$ cat src/logic/xt_chipset_macros.svh
//////////////////////////////
// Bus widths, on-board I/O port
// bases and the I/O wait state count
//////////////////////////////
`ifndef XT_CHIPSET_MACROS_SVH
`define XT_CHIPSET_MACROS_SVH

// Bus widths
`define XT_ADDR_WIDTH       20
`define XT_DATA_WIDTH       8

// Low address bits seen by the on-board port decode
`define XT_IO_DECODE_WIDTH  10

// Extra t3 cycles for I/O and interrupt acknowledge
`define XT_IO_WAIT_STATES   1

// Port block bases of 32 ports each
`define XT_PORT_DMA         10'h000
`define XT_PORT_PIC         10'h020
`define XT_PORT_PIT         10'h040
`define XT_PORT_PPI         10'h060
`define XT_PORT_PAGE        10'h080

`endif

$ cat src/logic/xt_chipset_pkg.sv
//////////////////////////////
// Status and state enums,
// command and select structs
//////////////////////////////
package xt_chipset_pkg;

    // Processor status code S2..S0
    typedef enum logic [2:0]
    {
        int_ack    = 3'd0,
        io_read    = 3'd1,
        io_write   = 3'd2,
        halt       = 3'd3,
        code_fetch = 3'd4,
        mem_read   = 3'd5,
        mem_write  = 3'd6,
        passive    = 3'd7
    } bus_status_e;

    // Bus cycle states
    typedef enum logic [2:0]
    {
        idle,
        t1,
        t2,
        t3,
        t4
    } bus_state_e;

    // Command strobes, all active low
    typedef struct packed
    {
        logic io_read_n;
        logic io_write_n;
        logic memory_read_n;
        logic memory_write_n;
        logic interrupt_acknowledge_n;
    } bus_command_t;

    // On-board device selects, active high
    typedef struct packed
    {
        logic dma;
        logic pic;
        logic pit;
        logic ppi;
        logic page;
    } device_select_t;

endpackage

$ cat src/logic/bus_cycle_control.sv
//////////////////////////////
// Bus cycle FSM: address latch
// pulse, command strobes, ready
//////////////////////////////
`timescale 1ns/1ns
`include "xt_chipset_macros.svh"

module bus_cycle_control (
    input  logic                         clock,
    input  logic                         reset,
    input  xt_chipset_pkg::bus_status_e  processor_status,
    input  logic                         io_channel_ready,
    output logic                         address_latch_enable,
    output logic                         processor_ready,
    output xt_chipset_pkg::bus_command_t command,
    output logic                         read_capture
);

    localparam int wait_width = (`XT_IO_WAIT_STATES > 0) ?
                                $clog2(`XT_IO_WAIT_STATES + 1) : 1;
    localparam logic [wait_width-1:0] wait_load = wait_width'(`XT_IO_WAIT_STATES);

    xt_chipset_pkg::bus_state_e  state;
    xt_chipset_pkg::bus_state_e  next_state;
    xt_chipset_pkg::bus_status_e status_q;
    logic [wait_width-1:0]       wait_count;
    logic                        cycle_start;
    logic                        io_cycle;
    logic                        t3_done;
    logic                        command_active;

    // Halt and passive never open a cycle
    assign cycle_start = (processor_status != xt_chipset_pkg::passive) &&
                         (processor_status != xt_chipset_pkg::halt);

    assign io_cycle = status_q inside {xt_chipset_pkg::int_ack,
                                       xt_chipset_pkg::io_read,
                                       xt_chipset_pkg::io_write};

    // Wait count only runs down while the channel is ready
    assign t3_done = io_channel_ready && (wait_count == '0);

    always_comb
    begin
        next_state = state;
        case (state)
            xt_chipset_pkg::idle:
            begin
                if (cycle_start)
                    next_state = xt_chipset_pkg::t1;
            end
            xt_chipset_pkg::t1:
                next_state = xt_chipset_pkg::t2;
            xt_chipset_pkg::t2:
                next_state = xt_chipset_pkg::t3;
            xt_chipset_pkg::t3:
            begin
                if (t3_done)
                    next_state = xt_chipset_pkg::t4;
            end
            default:
                next_state = xt_chipset_pkg::idle;
        endcase
    end

    always_ff @(posedge clock, posedge reset)
    begin
        if (reset)
            state <= xt_chipset_pkg::idle;
        else
            state <= next_state;
    end

    // Status is held from t1 to the end of t4
    always_ff @(posedge clock, posedge reset)
    begin
        if (reset)
            status_q <= xt_chipset_pkg::passive;
        else if ((state == xt_chipset_pkg::idle) && cycle_start)
            status_q <= processor_status;
    end

    always_ff @(posedge clock, posedge reset)
    begin
        if (reset)
            wait_count <= '0;
        else if (state == xt_chipset_pkg::t2)
            wait_count <= io_cycle ? wait_load : '0;
        else if ((state == xt_chipset_pkg::t3) && io_channel_ready && (wait_count != '0))
            wait_count <= wait_count - 1'b1;
    end

    assign address_latch_enable = (state == xt_chipset_pkg::t1);
    assign processor_ready      = (state == xt_chipset_pkg::t4);
    assign read_capture         = (state == xt_chipset_pkg::t3) && t3_done;
    assign command_active       = (state == xt_chipset_pkg::t2) ||
                                  (state == xt_chipset_pkg::t3);

    // One strobe per status, low from t2 through t3
    always_comb
    begin
        command = '1;
        if (command_active)
        begin
            case (status_q)
                xt_chipset_pkg::int_ack:
                    command.interrupt_acknowledge_n = 1'b0;
                xt_chipset_pkg::io_read:
                    command.io_read_n = 1'b0;
                xt_chipset_pkg::io_write:
                    command.io_write_n = 1'b0;
                xt_chipset_pkg::code_fetch,
                xt_chipset_pkg::mem_read:
                    command.memory_read_n = 1'b0;
                xt_chipset_pkg::mem_write:
                    command.memory_write_n = 1'b0;
                default:
                    command = '1;
            endcase
        end
    end

endmodule

$ cat src/logic/io_port_decode.sv
//////////////////////////////
// Address latch and on-board
// I/O device select decode
//////////////////////////////
`timescale 1ns/1ns
`include "xt_chipset_macros.svh"

module io_port_decode (
    input  logic                           clock,
    input  logic                           reset,
    input  logic [`XT_ADDR_WIDTH-1:0]      cpu_address,
    input  logic                           address_latch_enable,
    input  xt_chipset_pkg::bus_command_t   command,
    output logic [`XT_ADDR_WIDTH-1:0]      address,
    output xt_chipset_pkg::device_select_t select
);

    // 32 ports per block
    localparam int block_low = 5;

    logic io_command;
    logic io_seen;
    logic io_active;
    logic on_board;
    logic [`XT_IO_DECODE_WIDTH-1:block_low] block;

    always_ff @(posedge clock, posedge reset)
    begin
        if (reset)
            address <= '0;
        else if (address_latch_enable)
            address <= cpu_address;
    end

    assign io_command = ~command.io_read_n | ~command.io_write_n;

    // Keeps the selects up after the strobe until the next latch pulse
    always_ff @(posedge clock, posedge reset)
    begin
        if (reset)
            io_seen <= 1'b0;
        else if (address_latch_enable)
            io_seen <= 1'b0;
        else if (io_command)
            io_seen <= 1'b1;
    end

    assign io_active = io_command | io_seen;
    assign on_board  = (address[`XT_ADDR_WIDTH-1:`XT_IO_DECODE_WIDTH] == '0);
    assign block     = address[`XT_IO_DECODE_WIDTH-1:block_low];

    always_comb
    begin
        select = '0;
        if (io_active && on_board)
        begin
            select.dma  = (block == `XT_PORT_DMA  >> block_low);
            select.pic  = (block == `XT_PORT_PIC  >> block_low);
            select.pit  = (block == `XT_PORT_PIT  >> block_low);
            select.ppi  = (block == `XT_PORT_PPI  >> block_low);
            select.page = (block == `XT_PORT_PAGE >> block_low);
        end
    end

endmodule

$ cat src/logic/refresh_request.sv
//////////////////////////////
// Refresh request on DMA
// channel 0, request vector
//////////////////////////////
`timescale 1ns/1ns

module refresh_request (
    input  logic       clock,
    input  logic       reset,
    input  logic       timer_out1,
    input  logic [3:0] dma_request,
    input  logic [3:0] dma_acknowledge_n,
    output logic [3:0] dma_request_out
);

    logic prev_timer;
    logic refresh_pending;

    // Starts high so a timer already high at reset is no edge
    always_ff @(posedge clock, posedge reset)
    begin
        if (reset)
            prev_timer <= 1'b1;
        else
            prev_timer <= timer_out1;
    end

    // Acknowledge has priority over a new edge
    always_ff @(posedge clock, posedge reset)
    begin
        if (reset)
            refresh_pending <= 1'b0;
        else if (~dma_acknowledge_n[0])
            refresh_pending <= 1'b0;
        else if (~prev_timer & timer_out1)
            refresh_pending <= 1'b1;
    end

    assign dma_request_out = {dma_request[3:1], refresh_pending};

endmodule

$ cat src/logic/data_bus_steer.sv
//////////////////////////////
// Read data source, bus
// direction and read data hold
//////////////////////////////
`timescale 1ns/1ns
`include "xt_chipset_macros.svh"

module data_bus_steer (
    input  logic                           clock,
    input  logic                           reset,
    input  xt_chipset_pkg::bus_command_t   command,
    input  xt_chipset_pkg::device_select_t select,
    input  logic                           read_capture,
    input  logic [`XT_DATA_WIDTH-1:0]      device_read_data,
    input  logic [`XT_DATA_WIDTH-1:0]      data_bus_ext,
    output logic [`XT_DATA_WIDTH-1:0]      cpu_read_data,
    output logic                           data_bus_direction
);

    logic                      io_read;
    logic                      internal_read;
    logic                      external_read;
    logic [`XT_DATA_WIDTH-1:0] read_source;

    assign io_read       = ~command.io_read_n;
    assign internal_read = io_read && (|select);
    assign external_read = (io_read && !(|select)) ||
                           ~command.memory_read_n ||
                           ~command.interrupt_acknowledge_n;

    always_comb
    begin
        read_source        = '0;
        data_bus_direction = 1'b0;
        if (internal_read)
            read_source = device_read_data;
        else if (external_read)
        begin
            read_source        = data_bus_ext;
            data_bus_direction = 1'b1;
        end
    end

    always_ff @(posedge clock, posedge reset)
    begin
        if (reset)
            cpu_read_data <= '0;
        else if (read_capture && (internal_read || external_read))
            cpu_read_data <= read_source;
    end

endmodule

$ cat src/logic/xt_chipset.sv
//////////////////////////////
// Chipset bus glue top level
//////////////////////////////
`timescale 1ns/1ns
`include "xt_chipset_macros.svh"

module xt_chipset (
    input  logic                           clock,
    input  logic                           reset,
    // Processor side
    input  logic [`XT_ADDR_WIDTH-1:0]      cpu_address,
    input  xt_chipset_pkg::bus_status_e    processor_status,
    output logic                           processor_ready,
    output logic [`XT_DATA_WIDTH-1:0]      cpu_read_data,
    // Channel side
    input  logic                           io_channel_ready,
    input  logic [`XT_DATA_WIDTH-1:0]      data_bus_ext,
    output logic [`XT_ADDR_WIDTH-1:0]      address,
    output logic                           address_latch_enable,
    output xt_chipset_pkg::bus_command_t   command,
    output logic                           data_bus_direction,
    // On-board devices
    input  logic                           timer_out1,
    input  logic [3:0]                     dma_request,
    input  logic [3:0]                     dma_acknowledge_n,
    input  logic [`XT_DATA_WIDTH-1:0]      device_read_data,
    output xt_chipset_pkg::device_select_t select,
    output logic [3:0]                     dma_request_out
);

    logic read_capture;

    bus_cycle_control i_bus_cycle_control (
        .clock                (clock),
        .reset                (reset),
        .processor_status     (processor_status),
        .io_channel_ready     (io_channel_ready),
        .address_latch_enable (address_latch_enable),
        .processor_ready      (processor_ready),
        .command              (command),
        .read_capture         (read_capture)
    );

    io_port_decode i_io_port_decode (
        .clock                (clock),
        .reset                (reset),
        .cpu_address          (cpu_address),
        .address_latch_enable (address_latch_enable),
        .command              (command),
        .address              (address),
        .select               (select)
    );

    data_bus_steer i_data_bus_steer (
        .clock                (clock),
        .reset                (reset),
        .command              (command),
        .select               (select),
        .read_capture         (read_capture),
        .device_read_data     (device_read_data),
        .data_bus_ext         (data_bus_ext),
        .cpu_read_data        (cpu_read_data),
        .data_bus_direction   (data_bus_direction)
    );

    refresh_request i_refresh_request (
        .clock                (clock),
        .reset                (reset),
        .timer_out1           (timer_out1),
        .dma_request          (dma_request),
        .dma_acknowledge_n    (dma_acknowledge_n),
        .dma_request_out      (dma_request_out)
    );

endmodule

$ cat config.mk
export PLATFORM = sky130hd
export DESIGN_NAME = xt_chipset
export DESIGN_NICKNAME = d
export VERILOG_FILES = /design/src/logic/xt_chipset_pkg.sv /design/src/logic/bus_cycle_control.sv /design/src/logic/io_port_decode.sv /design/src/logic/refresh_request.sv /design/src/logic/data_bus_steer.sv /design/src/logic/xt_chipset.sv
export VERILOG_INCLUDE_DIRS = /design/src /design/src/logic
export SDC_FILE = /design/constraint.sdc
export NUM_CORES = 1
export LEC_CHECK = 0
export BUFFER_PORTS_ARGS = -buffer_cell sky130_fd_sc_hd__buf_4
export CORE_MARGIN = 3
export CORE_UTILIZATION = 40
export CTS_CLUSTER_DIAMETER = 60
export DETAILED_ROUTE_END_ITERATION = 12
export PLACE_DENSITY_LB_ADDON = 0.1
export SYNTH_ARGS = -nofsm -noshare
export SYNTH_HDL_FRONTEND = slang
export SYNTH_SLANG_ARGS = --single-unit
$ cat constraint.sdc
create_clock -name clock -period 1.6 [get_ports clock]
set_input_delay 0.08 -clock clock [delete_from_list [all_inputs] [get_ports clock]]
set_output_delay 0.08 -clock clock [all_outputs]
set_load 0.05 [all_outputs]
==> After elaboration in Yosys (flattened, before gate mapping) <==
Cells that the tools add are included.
{ "op_classes": {"addsub": 1, "eq_ne": 18, "n_mux": 21, "bitwise_logic": 9, "n_reduce_logical": 25} }
{ "ops": {"columns": ["cell", "count"], "rows": [
  ["8-bit 2-to-1 mux", 2],
  ["1-bit 2-to-1 mux", 14],
  ["3-bit equality test, second input constant", 4],
  ["3-bit case mux with 4 select lines", 1],
  ["5-bit by 2-bit equality test with 1-bit output, second input constant", 2],
  ["1-bit logical AND", 10],
  ["10-bit logical NOT", 1],
  ["5-bit 2-to-1 mux", 2],
  ["3-bit by 2-bit equality test with 1-bit output, second input constant", 3],
  ["3-bit by 1-bit equality test with 1-bit output, second input constant", 2],
  ["3-bit logical NOT", 2],
  ["3-bit 2-to-1 mux", 2],
  ["2-bit by 1-bit != test with 1-bit output, second input constant", 3],
  ["1-bit inverter", 6],
  ["5-bit by 1-bit equality test with 1-bit output, second input constant", 1],
  ["5-bit by 3-bit equality test with 1-bit output, second input constant", 1],
  ["5-bit logical NOT", 1],
  ["5-bit OR reduction", 1],
  ["1-bit logical OR", 4],
  ["2-bit nonzero test", 2],
  ["3-bit by 2-bit != test with 1-bit output, second input constant", 1],
  ["3-bit != test, second input constant", 1],
  ["3-bit nonzero test", 1],
  ["1-bit bitwise OR", 2],
  ["5 further kinds", 5]
]} }
{ "totals": {"ff_bits": 38, "inputBits": 51, "wordCells": 82} }

==> Logic depth before layout (Yosys ltp) <==
Gate-level depths: netlist of run 1.
{ "logic_depth": {"depth_word": 16, "ltp_mapped": 6} }

==> Cells and area by module <==
Synthesis of run 1 repeated with hierarchy kept, for this count alone.
{ "unflattened": {"hier_cells": 180, "area_unflattened_um2": 2072.0} }
{ "modules_own_cells": {"columns": ["mod", "n_inst", "cells_each", "area_each_um2", "seq_area_each_um2"], "rows": [
  ["io_port_decode", 1, 56, 884.6, 525.5],
  ["data_bus_steer", 1, 72, 621.8, 200.2],
  ["bus_cycle_control", 1, 43, 459.2, 178.9],
  ["refresh_request", 1, 9, 106.4, 51.3]
]} }

==> Worst setup path after synthesis of run 1 <==
No wires, ideal clock.
{ "synth_path": {"path_kind": "register to output", "start": "register i_io_port_decode.address[15]", "end": "output select[0] (netlist name)", "arrival_ps": 2255, "required_time_ps": 1520, "slack_ps": -735, "path_stages_with_launch": 4, "cell_sequence": "dfrtp_1 -> nor4_1 -> nand3_1 -> nor3_1"} }
{ "synth_rtl": {"columns": ["item", "line_no", "rtl"], "rows": [
  ["from (decl)", "io_port_decode.sv:14", "output logic [`XT_ADDR_WIDTH-1:0] address,"],
  ["from (signal assigned)", "io_port_decode.sv:32", "address <= cpu_address;"],
  ["to (decl)", "xt_chipset.sv:27", "output xt_chipset_pkg::device_select_t select,"]
]} }

==> results by group, run 1 <==
Logic synthesis
  • Mapped Avg Cell Area: 12.3 µm²
  • Post-Syn Area: 0.00174 mm²
  • Post-synth EDFFs: 0
  • Async S/R FF share, synth: 100%
  • Distinct cells, synth: 31
  • #FFs+latches synth: 38
  • Cell count after synthesis: 141
  • Synth Warn #: 0
  • Net Count, Synth: 192
  • Post-synthesis sequential area ratio: 55.1%
  • Most used DFF post-synth: dfrtp_1

Status
  • Status: complete, but fails checks
  • Failing checks: setup timing

Clocking
  • CTS Sinks: 38
  • CTS root buffer: clkbuf_8
  • Clk buf depth: 2
  • Clock transition at path regs: 0.07 ns
  • Num CTS Buffers: 5
  • CTS tree: yes
  • H-tree Lvls: 2
  • Clock insertion delay at the later pin of the skew report: 0.29 ns

Setup path
  • CP Capture Type: output port
  • Crit path max fanout: 4
  • Arr. time, crit path: 1.79 ns
  • Crit start category: flip-flop
  • Setup CP Type: flip-flop to output port
  • Worst path required time: 1.52 ns

STA
  • Fmax: 534 MHz
  • Worst slew pin tran: 0.493 ns
  • Worst Slack Setup Final: -0.272 ns
  • Final hold vios: 0
  • Period Utilization, post-route: 117%
  • Post-route minimum period: 1.87 ns
  • Clk_skew: 0.00791 ns
  • Slew headroom: 67.1%
  • RSZ-0062 raised after global routing: yes
  • Final setup fails: 16
  • Slew Limit Fails: 0

Finish
  • Nets: 316
  • Area delta synth->final: 73.7%
  • Fin area: 0.00301 mm²
  • Layout cells sized above 1: 70.7%
  • Fillers: 300
  • Diode count: 0
  • Post-route insts no fill: 316

Placement
  • Area post-placement: 0.00268 mm²
  • GPL Wtd Cong: 0.874
  • HPWL after detailed placement: 3690 µm
  • DP Cell Count: 301
  • I/O Buffers: 85

Detailed routing
  • Drt wl/cell: 16.3 µm
  • First drt pass iteration count: 4
  • Vias per cell: 5.16
  • Post-route ant nets: 0
  • Routed via count: 1631
  • DRC: 0
  • 1st-iter DRT viols: 143
  • Final WL: 5140 µm

Pwr
  • Leakage dissipation: 0.00143 µW
  • Worst vdd ir: 1.35 mV
  • Power density cells: 2410 mW/mm²

Global routing
  • Largest net degree at the start of global routing: 39
  • Vias in the first global route: 1765
  • Initial antenna violation count: 0
  • First-pass GRT wire length: 8270 µm
  • GRT overflow: 0
  • GR Util All Layers: 20.4%

Die
  • Initial Utilization: 42.5%
  • Die height: 71.9 µm
  • Core box area: 0.00409 mm²
  • Die area: 0.00516 mm²
  • Rows: 23
  • Die Wd: 71.9 µm
  • Ports: 96

Flow run
  • Max-cap violations: 0

Min path
  • Hold crit path type: input pin to flip-flop
-- report_power, final --
part	leakage, µW	switching, µW	internal [µW]
logic	0.000945	2730	2050
clock network	0.0000395	320	310
registers	0.000442	382	1480
-- cells in the mapped netlist (4+ instances only) --
cell     number  area [µm²]
mux2_2       21         236
nor3_1        5        25.0
nor2_1       15        56.3
buf_4         4        30.0
dfrtp_1      34         851
a21oi_1       5        25.0
dfstp_2       4         105
a221o_1       8        80.1
and2b_1       7        52.6
-- critical path, cell delays in order, from the launching register on --
cell	delay, ns
dfrtp_1	0.41
nor4_4	0.31
nand3_2	0.13
nor3_2	0.16
buf_4	0.14
and3b_2	0.20
buf_8	0.14
-- stage by stage --
stage / power (µW) / setup slack, ns / hold slack, ns / util (%) / TNS [ns]
floorplan: 4490 / -0.255 / 0.0845 / - / -3.09
global placement: 5950 / -0.172 / 0.160 / 65.5 / -1.92
detailed placement: 6100 / -0.205 / 0.160 / 65.5 / -2.04
CTS: 6960 / -0.345 / 0.0149 / 71.2 / -4.36
global route: 7640 / -0.353 / 0.0116 / 73.8 / -4.69
finish: 7270 / -0.272 / 0.0230 / 73.8 / -3.56
-- per-layer routing --
layer	vias to the layer above	wire length, µm	track usage, %
met2	72	2760	35.2
met5	-	0	0
met1	801	1940	23.9
met4	0	101	7.93
met3	13	346	5.89
li1	745	-	-
-- worst paths after layout --
kind	start	to	slack, ns	cells after the start
max	i_io_port_decode.address[13]	select[2]	-0.27	6
min	cpu_address[4]	i_io_port_decode.address[4]	0.02	2
max reg2reg	i_io_port_decode.address[13]	i_data_bus_steer.cpu_read_data[4]	-0.27	5
min reg2reg	i_io_port_decode.address[4]	i_io_port_decode.address[4]	0.51	1
max in group asynchronous	reset	i_io_port_decode.address[8]	0.75	4
min in group asynchronous	reset	i_io_port_decode.address[3]	0.47	4
-- registers in the layout (all words and copies together), names as in the netlist --
signal	count
i_io_port_decode.address	20
i_data_bus_steer.cpu_read_data	8
i_bus_cycle_control.state	3
i_bus_cycle_control.status_q	3
i_bus_cycle_control.wait_count	1
i_io_port_decode.io_seen	1
i_refresh_request.prev_timer	1
i_refresh_request.refresh_pending	1
-- repair_timing --
item,4_1_cts,5_1_grt
pin swaps,6,12
cloned,0,1
endpoints found under the hold margin,35,0
setup buffers,3,2
endpoints found under the setup margin,18,18
gates resized for setup,26,15
hold buffers,2,0
-- cell families (layout without fill, tap and decap cells) --
family	count (synthesis)	in the layout	synth area share, %
flip-flops	38	38	55.1
buffers and inverters	11	136	4.25
AND/OR/NAND/NOR	52	52	18.0
multiplexers	21	21	13.6
XOR/XNOR	1	1	0.505
AO/OA/AOI/OAI	18	18	8.58
-- placed cells by master (no fill, tap or decap), drive strengths merged, types with 4 or more instances in the layout --
cell type | synthesis | routed
nor2 | 16 | 16
nor3 | 5 | 5
mux2 | 21 | 21
a221o | 8 | 8
clkbuf | 0 | 9
nor4 | 4 | 4
dfrtp | 34 | 34
and2b | 7 | 7
a21oi | 5 | 5
buf | 8 | 122
dfstp | 4 | 4
-- cell type report --
type | instances | area (µm²) | area share, %
repair buffers | 125 | 1040 | 34.7
flip-flops and latches | 38 | 968 | 32.1
multi-input cells | 92 | 847 | 28.1
clock buffers | 8 | 80.1 | 2.66
well taps | 50 | 62.6 | 2.08
inverters | 3 | 11.3 | 0.374
No activity file was read; power rests on OpenSTA's default activity.
==> run 2: changes to the inputs <==
- RECOVER_POWER: default -> 100
==> run 2 against run 1 <==
The run still ends with setup timing left. Utilization decreased by 3.2 points. Count of clock-buffer cells in the layout unchanged. Total power decreased by 5.1%. Largest cell class is now flip-flops and latches. Global-route usage unchanged. First-iteration DRC count decreased by 15%. Critical path depth unchanged. Sequential cell count unchanged. Critical endpoint unchanged. Via count decreased by 0.25%. Clock power about the same. Final cell count unchanged. Setup slack improved by 0.00058 ns. Largest power group unchanged.
==> results by group, run 2 (synthesized netlist as in run 1, its figures left out) <==
Status
  • Status: complete, but fails checks (unchanged)
  • Failing checks: setup timing (unchanged)

Setup path
  • Arr. time, crit path: 1.79 ns (about the same)
  • Reg2reg end: i_data_bus_steer.cpu_read_data[4] (unchanged)
  • Reg2reg start: i_io_port_decode.address[13] (unchanged)
  • Setup CP Type: flip-flop to output port (unchanged)
  • Reg2Reg Depth: 5 (unchanged)
  • CP Capture Type: output port (unchanged)
  • Crit path max fanout: 4 (unchanged)
  • Worst path required time: 1.52 ns (about the same)
  • R2r setup slk: -0.27 ns (about the same)
  • Crit start category: flip-flop (unchanged)
  • CP Launch Point: i_io_port_decode.address[13] (unchanged)

Flow run
  • Max-cap violations: 0 (unchanged)

Die
  • Core box area: 0.00409 mm² (unchanged)
  • Rows: 23 (unchanged)
  • Die Wd: 71.9 µm (unchanged)
  • Initial Utilization: 42.5% (unchanged)
  • Die area: 0.00516 mm² (unchanged)
  • Die height: 71.9 µm (unchanged)
  • Ports: 96 (unchanged)

Min path
  • Min-Delay Endpoint: i_io_port_decode.address[4] (unchanged)
  • Hold crit path type: input pin to flip-flop (unchanged)
  • Hold path cells: 2 (unchanged)
  • Worst hold start: cpu_address[4] (unchanged)

STA
  • Final hold vios: 0 (unchanged)
  • RSZ-0062 raised after global routing: yes (unchanged)
  • Fmax: 534 MHz (about the same)
  • Clk_skew: 0.00673 ns (was 0.00791 ns)
  • Post-route minimum period: 1.87 ns (about the same)
  • Hold_ws: 0.0231 ns (was 0.0230 ns)
  • Slew Limit Fails: 0 (unchanged)
  • Slew headroom: 36.1% (was 67.1%)
  • Final setup fails: 27 (was 16)
  • Worst slew pin tran: 0.958 ns (was 0.493 ns)
  • Period Utilization, post-route: 117% (about the same)
  • Worst Slack Setup Final: -0.272 ns (about the same)

Finish
  • Final core utilization: 70.5% (was 73.8%)
  • Commonest non-fill, non-tap cell in the layout: buf_4 (unchanged)
  • Diode count: 0 (unchanged)
  • Footprint of the multi-input gates: 832 µm² (was 847 µm²)
  • Area delta synth->final: 66.0% (was 73.7%)
  • Nets: 316 (unchanged)
  • FF/Latch Area: 967 µm² (was 968 µm²)
  • Reg with most FFs: i_io_port_decode.address (unchanged)
  • Post-route insts no fill: 316 (unchanged)
  • Max reg flops: 20 (unchanged)
  • Commonest non-fill, non-tap cells in the layout: buf_4 (71), clkbuf_1 (32), dfrtp_1 (25) (was buf_4 (106), dfrtp_1 (24), mux2_2 (21))
  • Largest registers: i_io_port_decode.address: 20 flops, i_data_bus_steer.cpu_read_data: 8 flops (unchanged)
  • Fillers: 335 (was 300)
  • Layout cells sized above 1: 58.6% (was 70.7%)

Detailed routing
  • Vias per cell: 5.15 (was 5.16)
  • First drt pass iteration count: 4 (unchanged)
  • Final WL: 5100 µm (was 5140 µm)
  • Drt wl/cell: 16.1 µm (was 16.3 µm)
  • DRC: 0 (unchanged)
  • Post-route ant nets: 0 (unchanged)
  • 1st-iter DRT viols: 122 (was 143)
  • Routed via count: 1627 (was 1631)

Clocking
  • Num CTS Buffers: 5 (unchanged)
  • Clk buf depth: 2 (unchanged)
  • Clock insertion delay at the later pin of the skew report: 0.28 ns (was 0.29 ns)
  • CTS root buffer: clkbuf_8 (unchanged)
  • CTS Sinks: 38 (unchanged)
  • CTS tree: yes (unchanged)
  • H-tree Lvls: 2 (unchanged)
  • Clock transition at path regs: 0.07 ns (about the same)

Global routing
  • GRT overflow: 0 (unchanged)
  • GR Util All Layers: 20.4% (unchanged)
  • Vias in the first global route: 1765 (unchanged)
  • Initial antenna violation count: 0 (unchanged)
  • Largest net degree at the start of global routing: 39 (unchanged)
  • First-pass GRT wire length: 8270 µm (unchanged)

Pwr
  • Leakage dissipation: 0.00132 µW (was 0.00143 µW)
  • Worst vdd ir: 1.27 mV (was 1.35 mV)
  • Power density cells: 2390 mW/mm² (was 2410 mW/mm²)

Placement
  • I/O Buffers: 85 (unchanged)
  • GPL Wtd Cong: 0.874 (unchanged)
  • DP Cell Count: 301 (unchanged)
  • HPWL after detailed placement: 3690 µm (unchanged)
run 2: worst max-delay path by stage:
| stage | depth (start not counted) | endpoint | slack (ns) |
|---|---|---|---|
| floorplan | 4 | i_data_bus_steer.cpu_read_data[0] | -0.26 |
| global placement | 5 | i_data_bus_steer.cpu_read_data[1] | -0.17 |
| detailed placement | 5 | i_data_bus_steer.cpu_read_data[4] | -0.20 |
| CTS | 7 | select[2] | -0.35 |
| global route | 7 | select[2] | -0.35 |
| finish | 6 | select[2] | -0.27 |
run 2: report_power, final:
part / total (µW) / internal (µW) / switching [µW]
Sequential: 1850 / 1470 / 376
Combinational: 4420 / 1710 / 2710
Clock: 626 / 310 / 317
Total: 6890 / 3500 / 3400
run 2: what timing repair did:
| action | CTS | global route |
|---|---|---|
| hold buffers | 2 | 0 |
| hold endpoints to repair | 35 | 0 |
| cloned | 0 | 1 |
| pin swaps | 6 | 12 |
| setup buffers | 3 | 2 |
| gates resized for setup | 26 | 15 |
| endpoints found under the setup margin | 18 | 18 |
run 2: area by class of cell:
cell class	instances	share of cell area [%]
multi-input cells	92	28.9
flip-flops and latches	38	33.6
well taps	50	2.17
repair buffers	125	32.2
clock buffers	8	2.78
inverters	3	0.391
run 2: metal layers:
| metal | GRT usage [%] | share of wire (%) | up-vias |
|---|---|---|---|
| met5 | 0 | 0 | - |
| met4 | 7.93 | 2.0 | 0 |
| met3 | 5.89 | 7.1 | 13 |
| met2 | 35.2 | 53 | 74 |
| met1 | 23.9 | 37 | 795 |
| li1 | - | - | 745 |
run 2: through the flow:
stage                     cell area, µm²  TNS [ns]  power (µW)  setup slack [ns]
after floorplan                     1780     -3.09        4490            -0.255
after global placement              2680     -1.92        5950            -0.172
after detailed placement            2680     -2.04        6100            -0.205
after CTS                           2910     -4.36        6960            -0.345
after global routing                2880     -5.84        7280            -0.353
final                               2880     -4.00        6890            -0.272
run 2: critical path: stages (launching register included):
cell     delay (ns)
dfrtp_1        0.41
nor4_4         0.31
nand3_2        0.13
nor3_2         0.16
buf_4          0.14
and3b_2        0.20
buf_8          0.14
